### src/hw/lut_pkg.sv
`default_nettype none

package lut_pkg;

   // External bus byte address
   typedef logic [31:0] io_addr_t;

   // Period and duty counts of the address generator
   typedef logic [9:0] period_t;

   // Beats in one bus burst
   typedef logic [7:0] burst_len_t;

   typedef enum logic [1:0] {
      IDLE,
      RUN,
      DONE
   } gen_state_t;

   // APB register map
   localparam logic [7:0] REG_CTRL     = 8'h00;
   localparam logic [7:0] REG_STATUS   = 8'h04;
   localparam logic [7:0] REG_EXT_ADDR = 8'h08;
   localparam logic [7:0] REG_ITER     = 8'h0C;
   localparam logic [7:0] REG_PER      = 8'h10;
   localparam logic [7:0] REG_DUTY     = 8'h14;
   localparam logic [7:0] REG_SHIFT    = 8'h18;
   localparam logic [7:0] REG_INCR     = 8'h1C;
   localparam logic [7:0] REG_LENGTH   = 8'h20;

   // Control register bits
   localparam int CTRL_RUN_BIT  = 0;
   localparam int CTRL_PING_BIT = 1;

endpackage

`default_nettype wire

### src/hw/lut_apb_regs.sv
`default_nettype none

module lut_apb_regs #(
   parameter int DATA_W = 32,
   parameter int ADDR_W = 8
) (
   input  wire                  clk,
   input  wire                  rst,
   // APB slave
   input  wire                  psel,
   input  wire                  penable,
   input  wire                  pwrite,
   input  wire [7:0]            paddr,
   input  wire [DATA_W-1:0]     pwdata,
   output logic [DATA_W-1:0]    prdata,
   output logic                 pready,
   output logic                 pslverr,
   // Status in
   input  wire                  done,
   // Configuration out
   output logic                 run,
   output logic                 ping_pong,
   output lut_pkg::io_addr_t    ext_addr,
   output lut_pkg::burst_len_t  length,
   output logic [ADDR_W-1:0]    iterations,
   output lut_pkg::period_t     period,
   output lut_pkg::period_t     duty,
   output logic [ADDR_W-1:0]    shift,
   output logic [ADDR_W-1:0]    incr
);

   import lut_pkg::*;

   logic addr_ok;
   logic wr_access;

   always_comb begin
      case (paddr)
         REG_CTRL, REG_STATUS, REG_EXT_ADDR, REG_ITER, REG_PER,
         REG_DUTY, REG_SHIFT, REG_INCR, REG_LENGTH: addr_ok = 1'b1;
         default: addr_ok = 1'b0;
      endcase
   end

   assign pready    = 1'b1;
   assign pslverr   = psel && penable && !addr_ok;
   assign wr_access = psel && penable && pwrite && addr_ok;

   always_ff @(posedge clk or posedge rst) begin
      if (rst) begin
         run        <= 1'b0;
         ping_pong  <= 1'b0;
         ext_addr   <= '0;
         length     <= '0;
         iterations <= '0;
         period     <= '0;
         duty       <= '0;
         shift      <= '0;
         incr       <= '0;
      end else begin
         // Run is a single-cycle strobe
         run <= wr_access && (paddr == REG_CTRL) && pwdata[CTRL_RUN_BIT];
         if (wr_access) begin
            case (paddr)
               REG_CTRL:     ping_pong  <= pwdata[CTRL_PING_BIT];
               REG_EXT_ADDR: ext_addr   <= pwdata[31:0];
               REG_ITER:     iterations <= pwdata[ADDR_W-1:0];
               REG_PER:      period     <= pwdata[9:0];
               REG_DUTY:     duty       <= pwdata[9:0];
               REG_SHIFT:    shift      <= pwdata[ADDR_W-1:0];
               REG_INCR:     incr       <= pwdata[ADDR_W-1:0];
               REG_LENGTH:   length     <= pwdata[7:0];
               default:      ;
            endcase
         end
      end
   end

   always_comb begin
      prdata = '0;
      case (paddr)
         REG_CTRL:     prdata[CTRL_PING_BIT] = ping_pong;
         REG_STATUS:   prdata[0]             = done;
         REG_EXT_ADDR: prdata[31:0]          = ext_addr;
         REG_ITER:     prdata[ADDR_W-1:0]    = iterations;
         REG_PER:      prdata[9:0]           = period;
         REG_DUTY:     prdata[9:0]           = duty;
         REG_SHIFT:    prdata[ADDR_W-1:0]    = shift;
         REG_INCR:     prdata[ADDR_W-1:0]    = incr;
         REG_LENGTH:   prdata[7:0]           = length;
         default:      prdata                = '0;
      endcase
   end

endmodule

`default_nettype wire

### config.mk
export PLATFORM = sky130hd
export DESIGN_NAME = lut_apb_regs
export DESIGN_NICKNAME = d
export VERILOG_FILES = /design/src/hw/lut_pkg.sv /design/src/hw/lut_apb_regs.sv
export SDC_FILE = /design/constraint.sdc
export NUM_CORES = 1
export LEC_CHECK = 0
export ABC_AREA = 1
export BUFFER_PORTS_ARGS = -buffer_cell sky130_fd_sc_hd__clkbuf_2
export CORE_UTILIZATION = 50
export DETAILED_ROUTE_END_ITERATION = 12
export PLACE_DENSITY = 0.81
export REMOVE_ABC_BUFFERS = 1
export SLEW_MARGIN = 40
export SYNTH_ARGS = -nofsm -noshare
export SYNTH_HDL_FRONTEND = slang
export SYNTH_SLANG_ARGS = --single-unit
### constraint.sdc
create_clock -name clk -period 3 [get_ports clk]
set_input_delay 0 -clock clk [delete_from_list [all_inputs] [get_ports clk]]
set_output_delay 0 -clock clk [all_outputs]
set_load 0.01 [all_outputs]
== Word level (Yosys, flattened, before mapping) ==
Index checks and enable logic that the tools add are counted.
W data, S select, Z words.

* Output and inout bits: 120
* Word-level logic and storage cells: 40
* Register bits: 86

* Mux-type cells: 6
* Reduce and logical (&&, ||, !) cells: 17
* Equality and inequality tests: 8

{| class="wikitable"
|+ Operator list
! operator !! number
|-
| $pmux W6 S7 || 1
|-
| $eq A8 B5 Y1 const B || 4
|-
| $mux W22 || 1
|-
| $eq A8 B4 Y1 const B || 2
|-
| $pmux W1 S8 || 2
|-
| $reduce_and A2 Y1 || 8
|-
| $reduce_or A9 Y1 || 1
|-
| $eq A8 B3 Y1 const B || 1
|-
| $eq A8 B6 Y1 const B || 1
|-
| $logic_not A8 Y1 || 1
|-
| $logic_and A1 B1 Y1 || 6
|-
| $pmux W2 S3 || 1
|-
| $logic_not A1 Y1 || 1
|-
| $mux W1 || 1
|}

== Longest topological paths before layout ==
* Depth in word-level cells: 6
* Gate-level depth with buffers: 11
* Depth with buffers taken out: 10

== Worst setup path after synthesis ==
Ideal clock, no wire load.

* Path type: input-to-reg
* Start: input paddr[6]
* End: register shift[0]
* Library setup time: 0.117 ns
* Cell stages on the path: 11
* Path buffers: 1
* Path slack: 1.889 ns
* Arrival: 0.994 ns
* Path through: inv_2 nand2_4 nor2_4 nand2_2 nand2_1 nor2_2 nand3_4 buf_8 nand3_2 nand2_1 nand2_1

* Word-level cells in the longest chain between the ends: 5

{| class="wikitable"
|+ Ends and longest elaborated chain
! element !! RTL line !! source
|-
| start, declared || lut_apb_regs.sv:13 || <nowiki>input wire [7:0] paddr,</nowiki>
|-
| $eq A8 B4 Y1 (tied with other cells) || lut_apb_regs.sv:38 || <nowiki>case (paddr)</nowiki>
|-
| $reduce_or A9 Y1 || lut_apb_regs.sv:38 ||
|-
| $mux W1 || lut_apb_regs.sv:38 ||
|-
| $logic_and A1 B1 Y1 || lut_apb_regs.sv:47 || <nowiki>assign wr_access = psel && penable && pwrite && addr_ok;</nowiki>
|-
| $reduce_and A2 Y1 (no line) * || - ||
|-
| end signal, assigned || lut_apb_regs.sv:70 || <nowiki>REG_SHIFT: shift <= pwdata[ADDR_W-1:0];</nowiki>
|-
| end, declared || lut_apb_regs.sv:28 || <nowiki>output logic [ADDR_W-1:0] shift,</nowiki>
|}

Every way passes the cells marked *; elsewhere a longest branch is shown, timed or not.
A chain may end at the register's enable or synchronous reset.

== Worst setup path after layout ==
* Start: input paddr[6]
* End: register ext_addr[4]

* Word-level cells in the longest chain between the ends: 5

{| class="wikitable"
|+ Ends and longest elaborated chain
! element !! RTL line !! source
|-
| $eq A8 B4 Y1 (tied with other cells) || lut_apb_regs.sv:38, lut_apb_regs.sv:64 ||
|-
| $reduce_or A9 Y1 || lut_apb_regs.sv:38 ||
|-
| $mux W1 || lut_apb_regs.sv:38 ||
|-
| $logic_and A1 B1 Y1 || lut_apb_regs.sv:47 ||
|-
| $reduce_and A2 Y1 (no line) * || - ||
|-
| end signal, assigned || lut_apb_regs.sv:66 || <nowiki>REG_EXT_ADDR: ext_addr <= pwdata[31:0];</nowiki>
|-
| end, declared || lut_apb_regs.sv:23 || <nowiki>output lut_pkg::io_addr_t ext_addr,</nowiki>
|}

Marks and branches as above.

==> out/qor.txt <==
Die Wd - 96.90 um
cell internal pwr - 1.618 mW
gr ovfl total - 0
CTS Hold Bufs - 31
total CTS buffers - 9
max_slew headroom - 0.5173
clk buf depth - 2
# DRC - 0
Setup CP Type - input port to register
worst skew pair latency - 0.34 ns
clock skew - 0 ns
Clk network pwr share - 0.378
sw frac - 0.2361
Layout area overhead - 27.76%
initial antenna violation count - 0
most numerous cell on the critical path - nand2_1
CTS resizes - 0
Worst Setup End Kind - register
Storage cell area - 2152 um^2
I/O Buffers - 164
area of the multi-input gates - 1919 um^2
first-pass GRT wire length - 21.76 mm
Hold Fails Final Rpt - 0
outcome - complete, no violations
Mapped Cells - 584
Boundary Pins - 166
max incr delay on CP - 0.63 ns
final wirelength - 13.35 mm
Net Switching - 0.5000 mW
number of global-route vias before repair - 4,311
Fmax - 492.1 MHz
die height - 96.90 um
WHS - 0.02705 ns
Setup WS pre-CTS - 0.6430 ns
die area - 9390 um^2
Worst Tran Pin Value - 0.7232 ns
syn avg cell area - 7.711 um^2
number of core rows - 34
Clock transition at path regs - 0.09 ns
Post-layout nets - 803
Fillers - 770
core area - 8721 um^2
post-route setup slack - 0.9681 ns
Max Cap Viol - 0
Post-CTS Setup Inserts - 0
fin crit period - 2.032 ns
Via-to-Cell Ratio - 5.527
Final ANT Viol Nets - 0
GRT Util Overall - 0.2855
DR iter-0 viols - 332
root buf cell - clkbuf_8
combinational share of power - 0.075
RSZ-0062 raised after global routing - no
Post-Syn Area - 4503 um^2
critical path fanouts, max - 34
Final HPWL DP - 8.973 mm
Seq/Total Area, Yosys - 0.4779
Critical-path top delay cell - nand3_2
cells along the critical path - clkbuf_2 -> inv_2 -> nand2_4 -> nor2_4 -> nand2_2 -> nand2_1 -> nor2_2 -> nand3_4 -> nand3_2 -> nand2_1 -> nand2_1
DR pass1 iterations - 5
CTS tree - built
type of origin of the critical path - input port
Num Clock Sinks - 86
Placer Congestion - 0.9361
Peak VDD IR - 0.2496 mV
leak pwr - 3.322 nW
Req. time, crit path - 3.22 ns
htree depth - 3
largest net degree at the start of global routing - 83
# diodes - 0
pins over their slew limit - 0
commonest non-fill, non-tap cell in the layout - nand2_1
period utilization - 0.6773
CP arrival - 2.26 ns
Seq cells post-synth - 86
Hold Crit Class - input port to register
Syn. warnings - 0
PwrDens - 368.1 nW/um^2
via count - 4,803
layout cells sized above 1 - 0.2838
register share of total power - 0.548
Initial Utilization - 0.5164
unique cell type count in the Yosys netlist - 26
WL/cell - 15.36 um
commonest cells after routing, fill and taps aside - nand2_1 (257), clkbuf_2 (164), nand4_1 (90), dfrtp_1 (86), nor2_1 (32)
Final setup viols - 0
-- area by class of cell --
cell class,instances,share of cell area
inverter,43,0.02827
clock inverter,5,0.008699
timing repair buffer,202,0.2079
sequential,86,0.3741
multi-input combinational,415,0.3336
tap,108,0.02349
clock buffer,10,0.02392
-- path summary, 6_finish.rpt --
check                                        start                       end  slack (ns)  cells after the start
min in group asynchronous                      rst  ext_addr[25]$_DFFE_PP0P_        0.26                      3
hold / removal                           pwdata[7]   ext_addr[7]$_DFFE_PP0P_        0.03                      3
max in group asynchronous                      rst       incr[6]$_DFFE_PP0P_        1.91                      4
hold reg to reg               shift[5]$_DFFE_PP0P_      shift[5]$_DFFE_PP0P_        0.50                      2
setup / recovery                          paddr[6]   ext_addr[4]$_DFFE_PP0P_        0.97                     11
setup reg to reg           ext_addr[4]$_DFFE_PP0P_   ext_addr[4]$_DFFE_PP0P_        2.27                      2
-- sequential cells by signal, summed over array words and instances (netlist names) --
signal      count
incr            8
ping_pong       1
shift           8
duty           10
length          8
iterations      8
run             1
period         10
ext_addr       32
-- critical path: cells and delay by family --
kind	cells	cell delay (ns)
buffers and inverters	2	0.15
and+or+nand+nor	9	2.09
-- cells by family after synthesis --
family | synth area share
AND/OR/NAND/NOR | 0.4168
flip-flops | 0.4779
buffers and inverters | 0.09753
AO/OA/AOI/OAI | 0.006946
other | 0.0008328
-- power groups by stage --
stage | Sequential [mW] | Clock (mW) | Combinational (mW)
after detailed placement | 1.18 | 0 | 0.125
after global placement | 1.18 | 0 | 0.122
after CTS | 1.16 | 0.811 | 0.157
final | 1.16 | 0.800 | 0.158
after global routing | 1.16 | 0.856 | 0.172
after floorplan | 1.18 | 0 | 0.0537
-- layer usage --
metal / wire, um / share of wire / vias up / global-route usage
met4: 228 / 0.017 / 0 / 0.09989
met2: 6575 / 0.49 / 246 / 0.4540
met5: 0 / 0 / - / 0
met3: 1012 / 0.076 / 20 / 0.04480
li1: - / - / 2243 / -
met1: 5535 / 0.41 / 2294 / 0.3981
-- cell usage after synthesis --
| cell | n | area (um^2) |
|---|---|---|
| clkbuf_1 | 7 | 26.28 |
| nor2_4 | 2 | 22.52 |
| buf_8 | 8 | 120.1 |
| or2_2 | 2 | 12.51 |
| clkinv_1 | 3 | 11.26 |
| buf_6 | 2 | 22.52 |
| dfrtp_1 | 86 | 2152 |
| a21oi_1 | 3 | 15.01 |
| inv_2 | 9 | 33.78 |
| nand4_1 | 90 | 563.0 |
| clkbuf_2 | 2 | 10.01 |
| conb_1 | 1 | 3.750 |
| nand2_1 | 257 | 964.7 |
| buf_4 | 1 | 7.510 |
| inv_1 | 31 | 116.4 |
| nand2_4 | 1 | 11.26 |
| a211oi_1 | 1 | 7.510 |
| o2111ai_1 | 1 | 8.760 |
| buf_1 | 7 | 26.28 |
| nor2_1 | 33 | 123.9 |
| buf_2 | 13 | 65.06 |
| nor2_2 | 4 | 25.02 |
| nand3_1 | 10 | 50.05 |
| nand3_4 | 2 | 35.03 |
| nand3_2 | 5 | 50.05 |
| nand2_2 | 3 | 18.77 |
-- metrics by stage --
step / instance area (um^2) / instances / TNS, ns / power, mW / util
global route: 5753 / 869 / 0 / 2.188 / 0.6597
global placement: 5255 / 823 / 0 / 1.305 / 0.6026
CTS: 5753 / 869 / 0 / 2.128 / 0.6597
finish: 5753 / 869 / 0 / 2.118 / 0.6597
detailed placement: 5255 / 823 / 0 / 1.308 / 0.6026
floorplan: 4225 / 544 / -93.44 / 1.237 / -
Note: power is estimated with default switching activity, not from simulation.
