===== src/hw/lut_pkg.sv =====
`default_nettype none

package lut_pkg;

   // External bus byte address
   typedef logic [31:0] io_addr_t;

   // Period and duty counts of the address generator
   typedef logic [9:0] period_t;

   // Beats in one bus burst
   typedef logic [7:0] burst_len_t;

   typedef enum logic [1:0] {
      IDLE,
      RUN,
      DONE
   } gen_state_t;

   // APB register map
   localparam logic [7:0] REG_CTRL     = 8'h00;
   localparam logic [7:0] REG_STATUS   = 8'h04;
   localparam logic [7:0] REG_EXT_ADDR = 8'h08;
   localparam logic [7:0] REG_ITER     = 8'h0C;
   localparam logic [7:0] REG_PER      = 8'h10;
   localparam logic [7:0] REG_DUTY     = 8'h14;
   localparam logic [7:0] REG_SHIFT    = 8'h18;
   localparam logic [7:0] REG_INCR     = 8'h1C;
   localparam logic [7:0] REG_LENGTH   = 8'h20;

   // Control register bits
   localparam int CTRL_RUN_BIT  = 0;
   localparam int CTRL_PING_BIT = 1;

endpackage

`default_nettype wire


===== src/hw/lut_addr_gen.sv =====
`default_nettype none

module lut_addr_gen #(
   parameter int ADDR_W = 8
) (
   input  wire                  clk,
   input  wire                  rst,
   input  wire                  run,
   input  wire [ADDR_W-1:0]     iterations,
   input  lut_pkg::period_t     period,
   input  lut_pkg::period_t     duty,
   input  wire [ADDR_W-1:0]     shift,
   input  wire [ADDR_W-1:0]     incr,
   input  wire                  ready,
   output logic                 valid,
   output logic [ADDR_W-1:0]    addr,
   output logic                 done
);

   import lut_pkg::*;

   gen_state_t        state;
   logic [ADDR_W-1:0] row;
   period_t           step;
   logic              last_step;
   logic              last_row;
   logic              advance;

   // Steps at or past duty are gaps with no address
   assign valid     = (state == RUN) && (step < duty);
   assign last_step = (step == period - 10'd1);
   assign last_row  = (row == iterations - 1'b1);

   // A gap step always moves on, an emitted one waits for ready
   assign advance = (state == RUN) && (!valid || ready);

   assign done = (state == DONE);

   always_ff @(posedge clk or posedge rst) begin
      if (rst) begin
         state <= IDLE;
         row   <= '0;
         step  <= '0;
         addr  <= '0;
      end else if (run) begin
         row  <= '0;
         step <= '0;
         addr <= '0;
         // Nothing to walk for an empty pattern
         if (iterations == '0 || period == '0) begin
            state <= DONE;
         end else begin
            state <= RUN;
         end
      end else if (advance) begin
         if (last_step) begin
            addr <= addr + incr + shift;
            step <= '0;
            row  <= row + 1'b1;
            if (last_row) begin
               state <= DONE;
            end
         end else begin
            addr <= addr + incr;
            step <= step + 10'd1;
         end
      end
   end

endmodule

`default_nettype wire


===== src/hw/lut_mem_writer.sv =====
`default_nettype none

module lut_mem_writer #(
   parameter int DATA_W = 32,
   parameter int ADDR_W = 8
) (
   input  wire                  clk,
   input  wire                  rst,
   input  wire                  run,
   // Address side
   input  wire                  gen_valid,
   output logic                 gen_ready,
   input  wire [ADDR_W-1:0]     gen_addr,
   // Data side
   input  wire                  data_valid,
   output logic                 data_ready,
   input  wire [DATA_W-1:0]     data_in,
   // Table write port
   output logic                 mem_enable,
   output logic [ADDR_W-1:0]    mem_addr,
   output logic [DATA_W-1:0]    mem_data,
   output lut_pkg::burst_len_t  beat_cnt
);

   // Each side waits on the other so address and beat move together
   assign gen_ready  = data_valid;
   assign data_ready = gen_valid;

   assign mem_enable = gen_valid && data_valid;
   assign mem_addr   = gen_addr;
   assign mem_data   = data_in;

   // Beats written since the last run
   always_ff @(posedge clk or posedge rst) begin
      if (rst) begin
         beat_cnt <= '0;
      end else if (run) begin
         beat_cnt <= '0;
      end else if (mem_enable) begin
         beat_cnt <= beat_cnt + 8'd1;
      end
   end

endmodule

`default_nettype wire


===== src/hw/lut_read_unit.sv =====
`default_nettype none

module lut_read_unit #(
   parameter int DATA_W = 32,
   parameter int ADDR_W = 8
) (
   input  wire                  clk,
   input  wire                  rst,
   input  wire                  run,
   input  wire                  ping_pong,
   // Load configuration
   input  lut_pkg::io_addr_t    ext_addr,
   input  lut_pkg::burst_len_t  length,
   input  wire [ADDR_W-1:0]     iterations,
   input  lut_pkg::period_t     period,
   input  lut_pkg::period_t     duty,
   input  wire [ADDR_W-1:0]     shift,
   input  wire [ADDR_W-1:0]     incr,
   // Lookup key
   input  wire [ADDR_W-1:0]     key,
   // External data bus
   output logic                 bus_valid,
   output lut_pkg::io_addr_t    bus_addr,
   output lut_pkg::burst_len_t  bus_len,
   input  wire [DATA_W-1:0]     bus_rdata,
   input  wire                  bus_ready,
   input  wire                  bus_last,
   // Table memory ports
   output logic [ADDR_W-1:0]    rd_addr,
   output logic [ADDR_W-1:0]    wr_addr,
   output logic                 wr_en,
   output logic [DATA_W-1:0]    wr_data,
   output logic                 done
);

   import lut_pkg::*;

   logic              bank;
   logic              gen_valid;
   logic              gen_ready;
   logic [ADDR_W-1:0] gen_addr;
   logic              gen_done;
   logic [ADDR_W-1:0] mem_addr;
   burst_len_t        beat_cnt;
   logic              last_beat;

   assign bus_len = length;

   // Lookup side reads the live bank
   always_ff @(posedge clk or posedge rst) begin
      if (rst) begin
         rd_addr <= '0;
      end else begin
         rd_addr <= {bank ^ key[ADDR_W-1], key[ADDR_W-2:0]};
      end
   end

   always_ff @(posedge clk or posedge rst) begin
      if (rst) begin
         bank     <= 1'b0;
         bus_addr <= '0;
      end else if (run) begin
         bank     <= ping_pong ? !bank : 1'b0;
         bus_addr <= ext_addr;
      end
   end

   // Final beat flagged by the bus or by the local count
   assign last_beat = bus_last || (beat_cnt == length - 8'd1);

   always_ff @(posedge clk or posedge rst) begin
      if (rst) begin
         done <= 1'b1;
      end else if (run) begin
         done <= 1'b0;
      end else if (wr_en && last_beat) begin
         done <= 1'b1;
      end else if (gen_done && length == '0) begin
         // Zero-length load never sees a beat
         done <= 1'b1;
      end
   end

   lut_addr_gen #(
      .ADDR_W(ADDR_W)
   ) u_addr_gen (
      .clk       (clk),
      .rst       (rst),
      .run       (run),
      .iterations(iterations),
      .period    (period),
      .duty      (duty),
      .shift     (shift),
      .incr      (incr),
      .ready     (gen_ready),
      .valid     (gen_valid),
      .addr      (gen_addr),
      .done      (gen_done)
   );

   lut_mem_writer #(
      .DATA_W(DATA_W),
      .ADDR_W(ADDR_W)
   ) u_mem_writer (
      .clk       (clk),
      .rst       (rst),
      .run       (run),
      .gen_valid (gen_valid),
      .gen_ready (gen_ready),
      .gen_addr  (gen_addr),
      .data_valid(bus_ready),
      .data_ready(bus_valid),
      .data_in   (bus_rdata),
      .mem_enable(wr_en),
      .mem_addr  (mem_addr),
      .mem_data  (wr_data),
      .beat_cnt  (beat_cnt)
   );

   // Loads land in the idle bank
   assign wr_addr = {!bank ^ mem_addr[ADDR_W-1], mem_addr[ADDR_W-2:0]};

endmodule

`default_nettype wire


===== config.mk =====
export PLATFORM = sky130hd
export DESIGN_NAME = lut_read_unit
export DESIGN_NICKNAME = d
export VERILOG_FILES = /design/src/hw/lut_pkg.sv /design/src/hw/lut_addr_gen.sv /design/src/hw/lut_mem_writer.sv /design/src/hw/lut_read_unit.sv
export SDC_FILE = /design/constraint.sdc
export NUM_CORES = 1
export LEC_CHECK = 0
export CAP_MARGIN = 20
export CORE_UTILIZATION = 50
export DETAILED_ROUTE_END_ITERATION = 7
export DONT_BUFFER_PORTS = 1
export GPL_TIMING_DRIVEN = 1
export PLACE_DENSITY = 0.7
export SLEW_MARGIN = 10
export SYNTH_ARGS = -nofsm -noshare
export SYNTH_HDL_FRONTEND = slang
export SYNTH_SLANG_ARGS = --single-unit

===== constraint.sdc =====
create_clock -name clk -period 5.8 [get_ports clk]
set_input_delay 1.16 -clock clk [delete_from_list [all_inputs] [get_ports clk]]
set_output_delay 1.16 -clock clk [all_outputs]
set_load 0.1 [all_outputs]

# --- Yosys cells after proc, flatten, opt, wreduce, memory -nomap -nowiden ---
# Cells that the tools add are included.
# W data, S select, Z words.
totals:
  register_bits: 78
  output_inout_bits: 91
  word_cells: 65
op_classes:
  addsub: 8
  n_lt_le_gt_ge: 1
  n_eq_ne: 5
  muxes: 20
  bitwise_logic: 2
  n_reduce_logical: 20
ops:
  columns: ["op", "n"]
  rows:
  - ["$mux W8", 8]
  - ["$mux W10", 3]
  - ["$add A8 B1 Y8 const B", 2]
  - ["$add A8 B8 Y8", 2]
  - ["$eq A8 B8 Y1", 2]
  - ["$logic_not A8 Y1", 2]
  - ["$sub A8 B1 Y8 const B", 2]
  - ["$add A10 B1 Y10 const B", 1]
  - ["$eq A10 B10 Y1", 1]
  - ["$logic_not A10 Y1", 1]
  - ["$lt A10 B10 Y1", 1]
  - ["$mux W2", 5]
  - ["$sub A10 B1 Y10 const B", 1]
  - ["$reduce_bool A2 Y1", 4]
  - ["$logic_and A1 B1 Y1", 5]
  - ["$mux W1", 4]
  - ["$logic_or A1 B1 Y1", 3]
  - ["$reduce_and A3 Y1", 1]
  - ["$reduce_bool A3 Y1", 1]
  - ["$eq A2 B1 Y1 const B", 1]
  - ["$eq A2 B2 Y1 const B", 1]
  - ["$logic_not A1 Y1", 2]
  - ["$reduce_and A2 Y1", 1]
  - ["$xor A1 B1 Y1", 2]

# --- Depth between registers and ports, before layout ---
# Gate-level depths: netlist (run 1).
depth:
  ltp_word: 7
  depth_mapped: 15
  depth_no_buf: 15

# --- By module ---
# From an unflattened synthesis (run 1), not the netlist that was laid out.
unflattened:
  hier_cells: 570
  area_unflattened_um2: 5427.7
by_module_without_submodules:
  columns: ["module", "instances", "cells_each", "area_each_um2", "seq_area_each_um2"]
  rows:
  - ["lut_addr_gen", 1, 352, 2899.0, 700.7]
  - ["lut_read_unit", 1, 134, 1810.5, 1052.3]
  - ["lut_mem_writer", 1, 84, 718.2, 200.2]

# --- Least setup slack after synthesis (run 1) ---
# Ideal clock, no wire load.
synth_path:
  path_type: "input to output"
  startpoint: "in duty[4]"
  endpoint: "out bus_valid"
  arrival_ps: 3255
  t_required_ps: 4640
  slack_ps: 1385
  cell_stages: 7
  path_buffers: 0
  cell_sequence: "inv_1 -> ha_1 -> a21o_1 -> a21oi_1 -> o21a_1 -> o21ai_0 -> nor2_1"
synth_between:
  elab_chain_len: 2
synth_lines:
  columns: ["item", "line_no", "text"]
  rows:
  - ["from (decl)", "lut_read_unit.sv:16", "input lut_pkg::period_t duty,"]
  - ["$lt A10 B10 Y1", "lut_addr_gen.sv:30", "assign valid = (state == RUN) && (step < duty);"]
  - ["$logic_and A1 B1 Y1", "lut_addr_gen.sv:30", null]
  - ["to (decl)", "lut_read_unit.sv:22", "output logic bus_valid,"]
# No other way between the ends.

# --- Worst setup path after layout (run 1) ---
layout_path:
  startpoint: "in duty[7]"
  endpoint: "out bus_valid"
# Same word-level chain as after synthesis.

==> reports/qor.yml, run 1 <==
clock_tree:
  ctsRootBufferMaster: "clkbuf_8"
  h-tree-depth: 3
  worstSkewPairLatency_ps: 350
  cts_tree: "built"
  cts_hold_buf: 0
  clock_path_buffers: 2
  cts_sinks: 78
  post_cts_resized: 0
  post_cts_buffers: 0
  numCtsBuffers: 9
  clk_pin_slew_ps: 90
power:
  p_total_w: 0.00152
  p_per_area_nw_per_um2: 291
  ir_drop_mv: 0.183
  p_leak_nw: 2.24
critical_path:
  worstPathRequired_ps: 4640
  crit_arrival_ps: 2940
  reg2reg_depth: 13
  path_max_fanout: 2
  cp_num_cells: 8
  slowest_stage: "nor2_2"
  endpoint_kind: "output port"
  critPathTopFamily: "simple AND/OR/NAND/NOR gates"
  critPathMaxStageDelay_ps: 820
  worstPathCellList: "inv_1 -> ha_1 -> a21o_1 -> a21oi_1 -> nor2b_1 -> nor2_1 -> o21ai_0 -> nor2_2"
  crit_type: "in -> out"
  crit_buf_inv: 1
  start_kind: "input port"
floorplanning:
  die_width_um: 104
  io_pins: 221
  initial_utilization_pct: 52.4
  num_rows: 36
  dieArea_um2: 10900
  core_region_area_um2: 9950
  die_h_um: 104
placement:
  pre_cts_ws_ps: 1650
  numPortBuffers: 0
  dpl.hpwl_mm: 7.53
  placed_area_um2: 5000
  place_congestion: 0.859
layout:
  fin_area_um2: 5230
  final_layout_size_suffix_gt1_share_pct: 12.7
  area_growth_pct: 0.192
  fin_nets: 662
  antenna_cells: 0
drt:
  firstDrtPassIters: 4
  via_per_inst: 5.72
  drc: 0
  antenna_left: 0
  drtIter0Drc: 191
  num_vias: 3650
  post_drt_wl_per_cell_um: 16.2
  wl_mm: 10.3
logic_synthesis:
  synth-edff-count: 0
  syn-cell-area_um2: 5220
  synth.avg_cell_area_um2: 9.47
  synth_cells: 551
  synth_seq_area_share_pct: 37.4
  syn-num-nets: 713
  yosys_warnings: 0
  synth_cell_types: 49
  ys.flop_type: "dfrtp_1"
  synth_seq_cells: 78
  async_flop_share_pct: 100
global_route:
  grt_usage_pct: 19.1
  grt_overflow: 0
  grt_pass1_wl_mm: 16.9
  antenna_found_initial: 0
  grt_pass1_vias: 3681
  grt_max_degree: 79
sta:
  setup_viol: 0
  rsz0062_at_grt: "false"
  hold_ws_ps: 545
  setup_ws_ps: 1700
  fin_skew_ps: 10.6
  hold_viol_final: 0
  post-route-min-period_ps: 4100
  tightest_slew_ps: 1070
  final_max_slew_viol_count: 0
  slew_headroom_pct: 28.7
  fin_crit_sh_pct: 70.7
  finalSetupTns_ps: 0
  fmax_mhz: 244
outcome:
  outcome: "completed"
hold_path:
  whs_path_depth: 1
  min_path_type: "reg -> reg"
flow_run:
  max-cap-violations: 0
## power breakdown
group          internal, W  total, W  switching, W
registers         0.000573  0.000829      0.000256
logic             0.000106  0.000231      0.000126
clock network     0.000249  0.000462      0.000213
total             0.000928   0.00152      0.000595
## metal layers
metal	GRT usage, %	vias to the layer above	share of wire, %
met5	0	-	0
met3	5.08	24	7.4
met4	7.45	0	2.1
met1	23.5	1694	43
li1	-	1767	-
met2	31.8	165	47
## registers in the layout (all words and copies together) (netlist names)
name	cells
bank	1
bus_addr	32
done	1
rd_addr	8
u_addr_gen.addr	8
u_addr_gen.row	8
u_addr_gen.state	2
u_addr_gen.step	10
u_mem_writer.beat_cnt	8
## area by class of cell
| cell class | count | area, µm² |
|---|---|---|
| tap | 133 | 166 |
| clock inverter | 7 | 103 |
| timing repair buffer | 4 | 30.0 |
| fill | 901 | 4720 |
| inverter | 29 | 110 |
| clock buffer | 9 | 124 |
| sequential | 78 | 1950 |
| multi-input combinational | 378 | 2740 |
## metrics by stage
step                utilization, %  std cells
finish                        52.5        638
global route                  52.5        638
CTS                           52.5        638
detailed placement            50.3        622
global placement              50.3        622
floorplan                        -        551
## path summary, 6_finish.rpt
kind	to	slack, ps	start
setup reg to reg	u_addr_gen.addr[7]$_DFFE_PP0P_	1830	u_addr_gen.addr[0]$_DFFE_PP0P_
setup / recovery	bus_valid	1700	duty[7]
hold reg to reg	u_addr_gen.state[0]$_DFFE_PP0P_	550	u_addr_gen.state[0]$_DFFE_PP0P_
hold / removal	u_addr_gen.state[0]$_DFFE_PP0P_	550	u_addr_gen.state[0]$_DFFE_PP0P_
min in group asynchronous	bus_addr[6]$_DFFE_PP0P_	980	rst
max in group asynchronous	u_addr_gen.step[4]$_DFFE_PP0P_	4190	rst
## synth_stat cells (all sizes together) (6+ instances only)
cell | n | area share [%]
a211oi | 8 | 1.2
or3 | 9 | 1.1
nand3 | 17 | 1.6
nor2 | 48 | 3.5
mux2i | 6 | 1.2
a31oi | 6 | 0.72
inv | 29 | 2.1
nor2b | 7 | 0.84
dfrtp | 77 | 37
nor3 | 14 | 1.3
nor4 | 7 | 0.84
nand2 | 29 | 2.1
a21oi | 32 | 3.1
xnor2 | 38 | 6.4
clkbuf | 14 | 1.0
mux2 | 33 | 7.1
nand4 | 8 | 0.96
a21o | 17 | 2.4
buf | 52 | 7.2
xor2 | 20 | 3.4
o21ai | 14 | 1.3
ha | 30 | 7.2
## worst register-to-register path: cells and delay by family (launching register included)
family          cells  cell delay [ps]
xor+xnor            2              250
compound gates      7             1390
simple gates        1              440
fa+ha+maj           3             1060
flops               1              760
## cells in the final DEF (no fill, tap or decap), types with 3 or more instances in the layout
master / n
nor3_1: 14
o41ai_1: 3
o211ai_1: 3
mux2i_1: 6
a21o_1: 17
mux2_2: 33
nand3_1: 17
or3_1: 9
inv_1: 28
xor2_1: 20
nor4_1: 7
nor2b_1: 7
buf_4: 4
ha_1: 30
o21ai_0: 14
a21oi_1: 30
inv_6: 3
dfrtp_1: 77
a31oi_1: 6
xnor2_1: 37
nand2_1: 29
nand4_1: 8
a211oi_1: 8
nor2_1: 47
clkbuf_8: 9
## cells by family (layout without fill, tap and decap cells)
group,after synthesis,after routing,share of synthesized area [%]
buf+inv,95,49,10.3
compound gates,96,96,12.1
flops,78,78,37.4
simple gates,153,153,14.3
fa+ha+maj,32,32,7.96
xor+xnor,58,58,9.73
mux,39,39,8.27
No activity file was read; power rests on OpenSTA's default activity.
==> inputs of run 2 (changes only) <==
--- a/config.mk
+++ b/config.mk
@@ -5,6 +5,7 @@
 export SDC_FILE = /design/constraint.sdc
 export NUM_CORES = 1
 export LEC_CHECK = 0
+export ABC_AREA = 1
 export CAP_MARGIN = 20
 export CORE_UTILIZATION = 50
 export DETAILED_ROUTE_END_ITERATION = 7
==> constraint.sdc (replaced) <==
create_clock -name clk -period 3.98 [get_ports clk]
set_input_delay 0.796 -clock clk [delete_from_list [all_inputs] [get_ports clk]]
set_output_delay 0.796 -clock clk [all_outputs]
set_load 0.1 [all_outputs]
==> reports/qor.yml, run 2 <==
global_route:
  grt_max_degree: 54  # was 79
  grt_overflow: 0  # unchanged
  grt_pass1_wl_mm: 20.9  # was 16.9 mm
  grt_usage_pct: 22.5  # was 19.1%
  grt_pass1_vias: 4793  # was 3681
  antenna_found_initial: 0  # unchanged
clock_tree:
  cts_hold_buf: 0  # unchanged
  numCtsBuffers: 9  # unchanged
  h-tree-depth: 3  # unchanged
  cts_sinks: 78  # unchanged
  ctsRootBufferMaster: "clkbuf_16"  # was clkbuf_8
  clk_pin_slew_ps: 60  # was 90 ps
  cts_tree: "built"  # unchanged
  post_cts_buffers: 0  # unchanged
  clock_path_buffers: 2  # unchanged
  post_cts_resized: 0  # unchanged
  worstSkewPairLatency_ps: 340  # was 350 ps
logic_synthesis:
  synth_seq_cells: 78  # unchanged
  synth_commonest_cells: "249 x nand2_1, 84 x inv_1, 77 x dfrtp_1"  # was 77 x dfrtp_1, 48 x nor2_1, 47 x buf_4
  yosysTopAreaCellShare_pct: 33.4  # was 36.9%
  async_flop_share_pct: 100  # unchanged
  synth_cell_types: 45  # was 49
  synthMuxAreaShare_pct: 0  # was 8.27%
  synth-xor-area-share_pct: 7.00  # was 9.73%
  ys.flop_type: "dfrtp_1"  # unchanged
  synth_top_area_cell: "dfrtp_1"  # unchanged
  synth-edff-count: 0  # unchanged
  synth.most_common_cell: "nand2_1"  # was dfrtp_1
  synth_cells: 790  # was 551
  synth-compound-area-share_pct: 5.81  # was 12.1%
  yosys_warnings: 0  # unchanged
  synth_top_family_by_area: "simple AND/OR/NAND/NOR gates"  # unchanged
  synth-simple-area-share_pct: 33.3  # was 14.3%
  synth.avg_cell_area_um2: 7.31  # was 9.47 µm²
  netlist_top_cells_area: "dfrtp_1 33%, nand2_1 16%, ha_1 6.5%"  # was dfrtp_1 37%, ha_1 7.2%, mux2_2 7.1%
  synth_seq_area_share_pct: 33.8  # was 37.4%
  synthAdderAreaFrac_pct: 7.19  # was 7.96%
  syn-num-nets: 952  # was 713
  syn-cell-area_um2: 5770  # was 5220 µm²
drt:
  drc: 0  # unchanged
  firstDrtPassIters: 4  # unchanged
  wl_mm: 12.7  # was 10.3 mm
  num_vias: 4793  # was 3650
  drtIter0Drc: 213  # was 191
  via_per_inst: 5.33  # was 5.72
  post_drt_wl_per_cell_um: 14.1  # was 16.2 µm
  antenna_left: 0  # unchanged
sta:
  tightest_slew_ps: 935  # was 1070 ps
  setup_ws_ps: 1080  # was 1700 ps
  hold_ws_ps: 243  # was 545 ps
  rsz0062_at_grt: "false"  # unchanged
  fmax_mhz: 345
  setup_viol: 0  # unchanged
  slew_headroom_pct: 37.7  # was 28.7%
  fin_skew_ps: 4.58  # was 10.6 ps
  final_max_slew_viol_count: 0  # unchanged
  finalSetupTns_ps: 0  # unchanged
  post-route-min-period_ps: 2900
  fin_crit_sh_pct: 72.9
  hold_viol_final: 0  # unchanged
placement:
  numPortBuffers: 0  # unchanged
  dpl.hpwl_mm: 9.89  # was 7.53 mm
  place_congestion: 0.949  # was 0.859
  pre_cts_ws_ps: 759  # was 1650 ps
power:
  p_per_area_nw_per_um2: 507  # was 291 nW/µm²
  power_switching_w: 0.00134  # was 0.000595 W
  power_frac_clock_pct: 28.4  # was 30.4%
  p_seq_share_pct: 39.8  # was 54.4%
  pwr-share-comb_pct: 31.8  # was 15.2%
  power.internal_w: 0.00169  # was 0.000928 W
  p_leak_nw: 3.10  # was 2.24 nW
  ir_drop_mv: 0.424  # was 0.183 mV
  swShare_pct: 44.1  # was 39.1%
critical_path:
  worstPathRequired_ps: 3180  # was 4640 ps
  crit_buf_inv: 1  # unchanged
  critPathMaxStageDelay_ps: 480  # was 820 ps
  crit_type: "reg -> out"  # was in -> out
  timing.critical_path.from: "u_addr_gen.step[5]$_DFFE_PP0P_"  # was duty[7]
  endpoint_kind: "output port"  # unchanged
  critPathTopFamily: "flip-flops"  # was simple AND/OR/NAND/NOR gates
  start_kind: "register"  # was input port
  timing.rr.start: "u_addr_gen.addr[1]$_DFFE_PP0P_"  # was u_addr_gen.addr[0]$_DFFE_PP0P_
  worstPathCellList: "ha_1 -> a21oi_1 -> o21ai_0 -> nand2_1 -> nand3_1 -> nor2_2 -> buf_4"  # was inv_1 -> ha_1 -> a21o_1 -> a21oi_1 -> nor2b_1 -> nor2_1 -> o21ai_0 -> nor2_2
  crit_arrival_ps: 2110  # was 2940 ps
  path_max_fanout: 9  # was 2
  slowest_stage: "dfrtp_1"  # was nor2_2
floorplanning:
  io_pins: 221  # unchanged
  initial_utilization_pct: 52.3  # was 52.4%
  die_h_um: 109  # was 104 µm
  num_rows: 38  # was 36
  dieArea_um2: 12000  # was 10900 µm²
  core_region_area_um2: 11000  # was 9950 µm²
  die_width_um: 109  # was 104 µm
layout:
  final_util_pct: 54.2  # was 52.5%
  largest_reg_flops: 32  # unchanged
  final_common_cell: "nand2_1"  # was dfrtp_1
  reg_top3: "bus_addr (32), u_addr_gen.step (10)"  # unchanged
  area_growth_pct: 3.49  # was 0.192%
  most-common-layout-cells: "249 x nand2_1, 83 x inv_1, 77 x dfrtp_1"  # was 77 x dfrtp_1, 47 x nor2_1, 37 x xnor2_1
  fin_nets: 916  # was 662
  final_layout_size_suffix_gt1_share_pct: 9.75  # was 12.7%
  largest_register: "bus_addr"  # unchanged
  antenna_cells: 0  # unchanged
outcome:
  outcome: "completed"  # unchanged
hold_path:
  min_path_type: "in -> async"  # was reg -> reg
flow_run:
  max-cap-violations: 0  # unchanged
-- run 2: stage by stage --
step	std cells	power [W]	cell area [µm²]
after CTS	898	0.00306	5960
after detailed placement	882	0.00218	5640
final	899	0.00303	5980
after floorplan	790	0.00221	5770
after global routing	899	0.00321	5980
after global placement	882	0.00216	5640
-- run 2: final cells by class --
| type | count | area, µm² |
|---|---|---|
| Clock inverter | 6 | 76.3 |
| Sequential cell | 78 | 1950 |
| Multi-Input combinational cell | 563 | 3080 |
| Fill cell | 1048 | 5050 |
| Inverter | 88 | 332 |
| Tap cell | 140 | 175 |
| Timing Repair Buffer | 14 | 118 |
| Clock buffer | 10 | 239 |
-- run 2: kinds of logic (layout without fill, tap and decap cells) --
logic type | Yosys count | after routing
xor gates and xnor gates | 42 | 42
adders and majority gates | 32 | 32
DFF | 78 | 78
buffers and inverters | 149 | 118
and+or+nand+nor | 432 | 432
AOI/OAI and AO/OA | 57 | 57
-- run 2: path summary, 6_finish.rpt --
path | cells after the start | to | slack, ps
hold reg to reg | 2 | u_addr_gen.state[0]$_DFFE_PP0P_ | 480
hold / removal | 1 | bus_addr[12]$_DFFE_PP0P_ | 240
min in group clk | 2 | u_addr_gen.state[0]$_DFFE_PP0P_ | 480
max in group asynchronous | 2 | u_addr_gen.step[1]$_DFFE_PP0P_ | 3160
setup / recovery | 7 | wr_en | 1080
setup reg to reg | 16 | u_addr_gen.addr[7]$_DFFE_PP0P_ | 1090
-- run 2: power groups by stage --
stage               clock, W  combinational, W  sequential [W]
floorplan                  0           0.00101         0.00121
global placement           0          0.000936         0.00122
detailed placement         0          0.000960         0.00122
CTS                 0.000886          0.000964         0.00121
global route        0.000917           0.00108         0.00122
finish              0.000859          0.000964         0.00121
-- run 2: layer usage --
| metal | routed length, µm | part of all wire (%) | track usage, % | up-vias |
|---|---|---|---|---|
| met5 | 0 | 0 | 0 | - |
| met4 | 244 | 1.9 | 9.90 | 0 |
| met3 | 940 | 7.4 | 4.62 | 20 |
| met2 | 6000 | 47 | 37.8 | 178 |
| met1 | 5470 | 43 | 27.9 | 2210 |
| li1 | - | - | - | 2385 |
